`src/ntt_consts.svh`:
```
//========================================
// shared width, modulus and block size macros for the NTT stage
//========================================
`ifndef NTT_CONSTS_SVH
`define NTT_CONSTS_SVH

// width of one coefficient in bits
`define NTT_REG_SIZE 23

// prime modulus of the ring, 2^23 - 2^13 + 1
`define NTT_Q 8380417

// words collected before a block is transposed
// this also equals the coefficients per word, so the block is square
`define NTT_BLOCK_WORDS 4

// butterfly lanes behind the transpose buffer
// each lane takes one pair out of a four coefficient column
`define NTT_NUM_LANES 2

`endif

```
`src/ntt_coeff_pkg.sv`:
```
//========================================
// arithmetic data types for coefficients and words
//========================================
`include "ntt_consts.svh"

package ntt_coeff_pkg;

    // one reduced coefficient, always below NTT_Q
    typedef logic [`NTT_REG_SIZE-1:0] coeff_t;

    // one extra bit so that a modular sum or difference can be
    // formed before the final correction step
    typedef logic [`NTT_REG_SIZE:0] sum_t;

    // full product of a coefficient and the twiddle factor
    // this is kept unreduced across the first pipeline stage
    typedef logic [2*`NTT_REG_SIZE-1:0] prod_t;

    // four coefficients in one stream word
    // coefficient 0 sits in the lowest bits
    typedef logic [`NTT_BLOCK_WORDS*`NTT_REG_SIZE-1:0] coeff_word_t;

endpackage

```
`src/ntt_pair_if.sv`:
```
//========================================
// coefficient pair link with valid/ready handshake
//========================================
`timescale 1ns/1ps

interface ntt_pair_if
    import ntt_coeff_pkg::*;
();

    // a pair moves on a rising edge where valid and ready are both high
    // valid and the data hold still until that edge
    logic   valid;
    logic   ready;
    coeff_t u;
    coeff_t v;

    // side that produces pairs
    modport src (
        output valid,
        output u,
        output v,
        input  ready
    );

    // side that consumes pairs
    modport sink (
        input  valid,
        input  u,
        input  v,
        output ready
    );

endinterface

```
`src/ntt_ct_butterfly.sv`:
```
//========================================
// two stage pipelined Cooley-Tukey butterfly modulo NTT_Q
//========================================
`timescale 1ns/1ps
`include "ntt_consts.svh"

module ntt_ct_butterfly
    import ntt_coeff_pkg::*;
(
    input  logic    clk,
    input  logic    reset_n,
    input  logic    zeroize_i,
    input  coeff_t  twiddle_i,
    ntt_pair_if.sink pair_i,
    ntt_pair_if.src  pair_o
);

    // stage 1 holds u and the raw product w*v
    logic   s1_valid;
    coeff_t s1_u;
    prod_t  s1_prod;

    // stage 2 holds the finished butterfly outputs
    logic   s2_valid;
    coeff_t s2_sum;
    coeff_t s2_diff;

    logic   pipe_en;
    coeff_t wv_mod;
    sum_t   add_raw;
    sum_t   sub_raw;
    coeff_t add_mod;
    coeff_t sub_mod;

    //========================================
    // stall control
    //========================================

    // both stages stop together when stage 2 holds a result nobody takes
    // bubbles in stage 2 are therefore always filled
    assign pipe_en      = !s2_valid || pair_o.ready;
    assign pair_i.ready = pipe_en;

    //========================================
    // stage 1, multiply
    //========================================
    always_ff @(posedge clk) begin
        if (pipe_en) begin
            s1_u    <= pair_i.u;
            s1_prod <= prod_t'(twiddle_i) * prod_t'(pair_i.v);
        end
    end

    //========================================
    // stage 2, reduce and add or subtract
    //========================================

    // the remainder is below NTT_Q, so it fits a coefficient
    assign wv_mod = coeff_t'(s1_prod % prod_t'(`NTT_Q));

    // u + w*v is below 2q, one conditional subtract brings it back
    assign add_raw = sum_t'(s1_u) + sum_t'(wv_mod);
    assign add_mod = (add_raw >= sum_t'(`NTT_Q)) ?
                     coeff_t'(add_raw - sum_t'(`NTT_Q)) : coeff_t'(add_raw);

    // u - w*v goes negative when w*v is larger, then q is added back
    assign sub_raw = sum_t'(s1_u) - sum_t'(wv_mod);
    assign sub_mod = (s1_u < wv_mod) ?
                     coeff_t'(sub_raw + sum_t'(`NTT_Q)) : coeff_t'(sub_raw);

    always_ff @(posedge clk) begin
        if (pipe_en) begin
            s2_sum  <= add_mod;
            s2_diff <= sub_mod;
        end
    end

    // valid bits run alongside the data and see the same enable
    always_ff @(posedge clk) begin
        if (!reset_n || zeroize_i) begin
            s1_valid <= 1'b0;
            s2_valid <= 1'b0;
        end else if (pipe_en) begin
            s1_valid <= pair_i.valid;
            s2_valid <= s1_valid;
        end
    end

    assign pair_o.valid = s2_valid;
    assign pair_o.u     = s2_sum;
    assign pair_o.v     = s2_diff;

endmodule

```
`src/flat_wrapper.sv`:
```
// flat-port wrapper written by rule: the top's interface ports become plain ports
module ntt_ct_butterfly_flat import ntt_coeff_pkg::*;
  (clk, reset_n, zeroize_i, twiddle_i, pair_i_valid, pair_i_u, pair_i_v, pair_i_ready, pair_o_valid, pair_o_u, pair_o_v, pair_o_ready);
  ntt_pair_if pair_i_i ();
  ntt_pair_if pair_o_i ();
  input  logic clk;
  input  logic reset_n;
  input  logic zeroize_i;
  input  coeff_t twiddle_i;
  input wire logic [$bits(pair_i_i.valid)-1:0] pair_i_valid;
  input wire logic [$bits(pair_i_i.u)-1:0] pair_i_u;
  input wire logic [$bits(pair_i_i.v)-1:0] pair_i_v;
  output wire logic [$bits(pair_i_i.ready)-1:0] pair_i_ready;
  output wire logic [$bits(pair_o_i.valid)-1:0] pair_o_valid;
  output wire logic [$bits(pair_o_i.u)-1:0] pair_o_u;
  output wire logic [$bits(pair_o_i.v)-1:0] pair_o_v;
  input wire logic [$bits(pair_o_i.ready)-1:0] pair_o_ready;
  assign pair_i_i.valid = pair_i_valid;
  assign pair_i_i.u = pair_i_u;
  assign pair_i_i.v = pair_i_v;
  assign pair_i_ready = pair_i_i.ready;
  assign pair_o_valid = pair_o_i.valid;
  assign pair_o_u = pair_o_i.u;
  assign pair_o_v = pair_o_i.v;
  assign pair_o_i.ready = pair_o_ready;
  ntt_ct_butterfly u_core (.clk(clk), .reset_n(reset_n), .zeroize_i(zeroize_i), .twiddle_i(twiddle_i), .pair_i(pair_i_i), .pair_o(pair_o_i));
endmodule
```
`config.mk`:
```
export PLATFORM = sky130hd
export DESIGN_NAME = ntt_ct_butterfly_flat
export DESIGN_NICKNAME = d
export VERILOG_FILES = /design/src/ntt_coeff_pkg.sv /design/src/ntt_pair_if.sv /design/src/ntt_ct_butterfly.sv /design/src/flat_wrapper.sv
export VERILOG_INCLUDE_DIRS = /design/src
export SDC_FILE = /design/constraint.sdc
export NUM_CORES = 2
export LEC_CHECK = 0
export ABC_AREA = 0
export BUFFER_PORTS_ARGS = -buffer_cell sky130_fd_sc_hd__buf_2
export CORE_MARGIN = 10
export CORE_UTILIZATION = 67
export CTS_BUF_LIST = sky130_fd_sc_hd__clkbuf_4
export DETAILED_ROUTE_END_ITERATION = 10
export HOLD_SLACK_MARGIN = 0.05
export MAX_ROUTING_LAYER = met4
export PLACE_DENSITY_LB_ADDON = 0.08
export SYNTH_ARGS = -nofsm -noshare
export SYNTH_HDL_FRONTEND = slang
export SYNTH_SLANG_ARGS = --single-unit
```
`constraint.sdc`:
```
create_clock -name clk -period 47.9 [get_ports clk]
set_input_delay 2.395 -clock clk [delete_from_list [all_inputs] [get_ports clk]]
set_output_delay 2.395 -clock clk [all_outputs]
set_load 0.02 [all_outputs]
```
==> impl_metrics.csv <==
group,metric,value,unit
worst_setup_path,path_common_cell,"nor2_1",
grt,grt_max_degree,71,
finish,area_growth,2.61,%
finish,fillers,5212,
clock_network,clk_pin_slew,0.17,ns
worst_setup_path,slowest_stage,"o41ai_2",
finish,drive_above_1_share,7.90,%
clock_network,cts.sinks,117,
die,dieArea,72400,µm²
place,port_buffers,121,
worst_setup_path,cp.arrival,44.07,ns
place,pre_cts_ws,5.46,ns
timing,relSlewSlack,22.6,%
die,fp.coreArea,61600,µm²
worst_setup_path,max_stage_delay,0.96,ns
grt,grt_pass1_wl,202000,µm
drt,via_per_inst,6.54,
die,io_pins,122,
drt,vias,39100,
timing,rsz0062_at_grt,"false",
run,max_cap_violations,0,
die,initial_core_util,67.5,%
clock_network,cts_tree,"built",
timing,max_freq,22.9,MHz
timing,setup_tns,0,ns
timing,layout_setup_ws,4.26,ns
synth,synth_cells,5175,
drt,firstDrtPassIters,7,
worst_setup_path,critPathRequiredTime,48.34,ns
grt,antenna_found_initial,2,
worst_setup_path,cp_max_fo,26,
clock_network,post-cts-setup-buffers,0,
clock_network,clk_latency,0.72,ns
synth,synth_edf_count,115,
synth,synthArstFlopShare,0,%
worst_hold_path,min_path_type,"flop to flop",
clock_network,cts_buffers,17,
timing,setup_viol,0,
timing,finalHoldViolCount,0,
clock_network,post_cts_resized,0,
drt,drtIter0Drc,3634,
die,fp.dieW,269,µm
drt,postRouteWirelength,125000,µm
finish,post-route-util,69.3,%
clock_network,clockBufferDepth,2,
timing,tightest_slew,1.13,ns
synth,synth_seq_cells,117,
place,dp_hpwl,97600,µm
worst_setup_path,end_kind,"flop",
place,gp_routability_congestion,1.02,
finish,fin_nets,5867,
clock_network,root_buffer,"clkbuf_4",
grt,grt.total_usage,34.6,%
timing,fin_crit,43.64,ns
synth,netlist_area,41600,µm²
worst_setup_path,start_kind,"flop",
drt,avgRoutedWirePerCell,20.9,µm
synth,synth-main-ff-cell,"edfxtp_1",
synth,syn_nets,5914,
die,fp-row-count,91,
finish,final_cell_mix,"649 x nand2_1, 596 x inv_1, 440 x fa_1",
clock_network,cts_max_level,4,
timing,slew_viol_final,0,
synth,ys_seq_area_share,8.40,%
synth,ys_warn_count,0,
timing,period_share,91.1,%
grt,grt_pass1_vias,38500,
status,status,"complete, no violations",
clock_network,holdBufCountCts,0,
grt,grt-ovfl-total,0,
worst_setup_path,worst-setup-path-type,"flop to flop",
synth,synth.avg_cell_area,8.03,µm²
synth,ys_types,159,
drt,antenna_left,0,
timing,skew,0.0463,ns
die,die_y,269,µm
finish,mostFrequentLayoutCell,"nand2_1",
drt,drc_errors,0,
==> layer usage <==
metal	vias up	track usage [%]	wire length (µm)
met3	441	5.30	10400
met2	1972	56.5	59500
met4	0	13.7	5490
met5	-	-	0
met1	18900	42.7	49700
li1	17900	-	-
==> stage by stage <==
stage | hold WS (ns) | std cells | area (µm²)
floorplan | 0.423 | 5175 | 41600
detailed placement | 0.437 | 5946 | 42400
global placement | 0.435 | 5946 | 42400
CTS | 0.459 | 5978 | 42700
finish | 0.462 | 5981 | 42700
global route | 0.491 | 5981 | 42700
==> flip-flops by register name, summed over array words and instances (netlist names) <==
| name | flops |
|---|---|
| u_core.s1_prod | 46 |
| u_core.pair_o.valid | 1 |
| u_core.s1_u | 23 |
| u_core.pair_o.v | 23 |
| u_core.s1_valid | 1 |
| u_core.pair_o.u | 23 |
==> cells in the mapped netlist (all sizes together), types with 48 or more instances <==
cell	n	share of area, %
edfxtp	115	8.3
a21oi	219	2.7
nor2	332	3.1
a211oi	62	1.3
inv	600	5.4
ha	225	6.8
o21ai	148	1.8
nand4	53	0.83
fa	440	21
o21bai	75	1.4
xnor2	314	6.8
xor2	126	2.7
and3	63	0.98
o211ai	56	1.1
a31oi	48	0.82
nor4	69	1.3
buf	76	1.3
clkbuf	134	1.2
nand2	652	5.9
or3	56	0.87
nand3	152	1.9
and2	210	3.2
nor3	149	1.9
==> worst paths after layout <==
check | start | end | slack (ns) | depth (start not counted)
worst min-delay path | u_core.s1_valid | u_core.pair_o.valid | 0.46 | 2
worst max register to register | u_core.s1_prod[28] | u_core.pair_o.v[10] | 4.26 | 142
worst max-delay path | u_core.s1_prod[28] | u_core.pair_o.v[10] | 4.26 | 142
worst min register to register | u_core.s1_valid | u_core.pair_o.valid | 0.46 | 2
==> final cells by class <==
class / count / area [µm²] / share of cell area, %
multi-input combinational: 4247 / 34800 / 81.6
sequential: 117 / 3490 / 8.19
inverter: 601 / 2260 / 5.29
tap: 837 / 1050 / 2.45
timing repair buffer: 144 / 778 / 1.82
clock inverter: 15 / 158 / 0.370
clock buffer: 17 / 128 / 0.299
antenna: 3 / 7.51 / 0.0176
==> critical path: cells and delay by family, from the launching register on <==
kind            cells  cell delay, ns
compound gates     49           19.15
mux                 4            1.74
flops               1            0.50
xor+xnor            8            1.98
buf+inv             5            0.67
fa+ha+maj           2            0.60
simple gates       74           18.60
==> kinds of logic after synthesis <==
family                   count (synthesis)  share of synthesized area [%]
AO/OA/AOI/OAI                         1025                           18.6
XOR/XNOR                               440                           9.40
adder cells (fa/ha/maj)                678                           28.3
buffers and inverters                  811                           7.94
flip-flops                             117                           8.40
multiplexers                            67                           1.73
AND/OR/NAND/NOR                       2037                           25.6
Power is left out: the tool's default activity adds up to more than one toggle a clock period on the data nets, which glitch-free logic cannot reach.
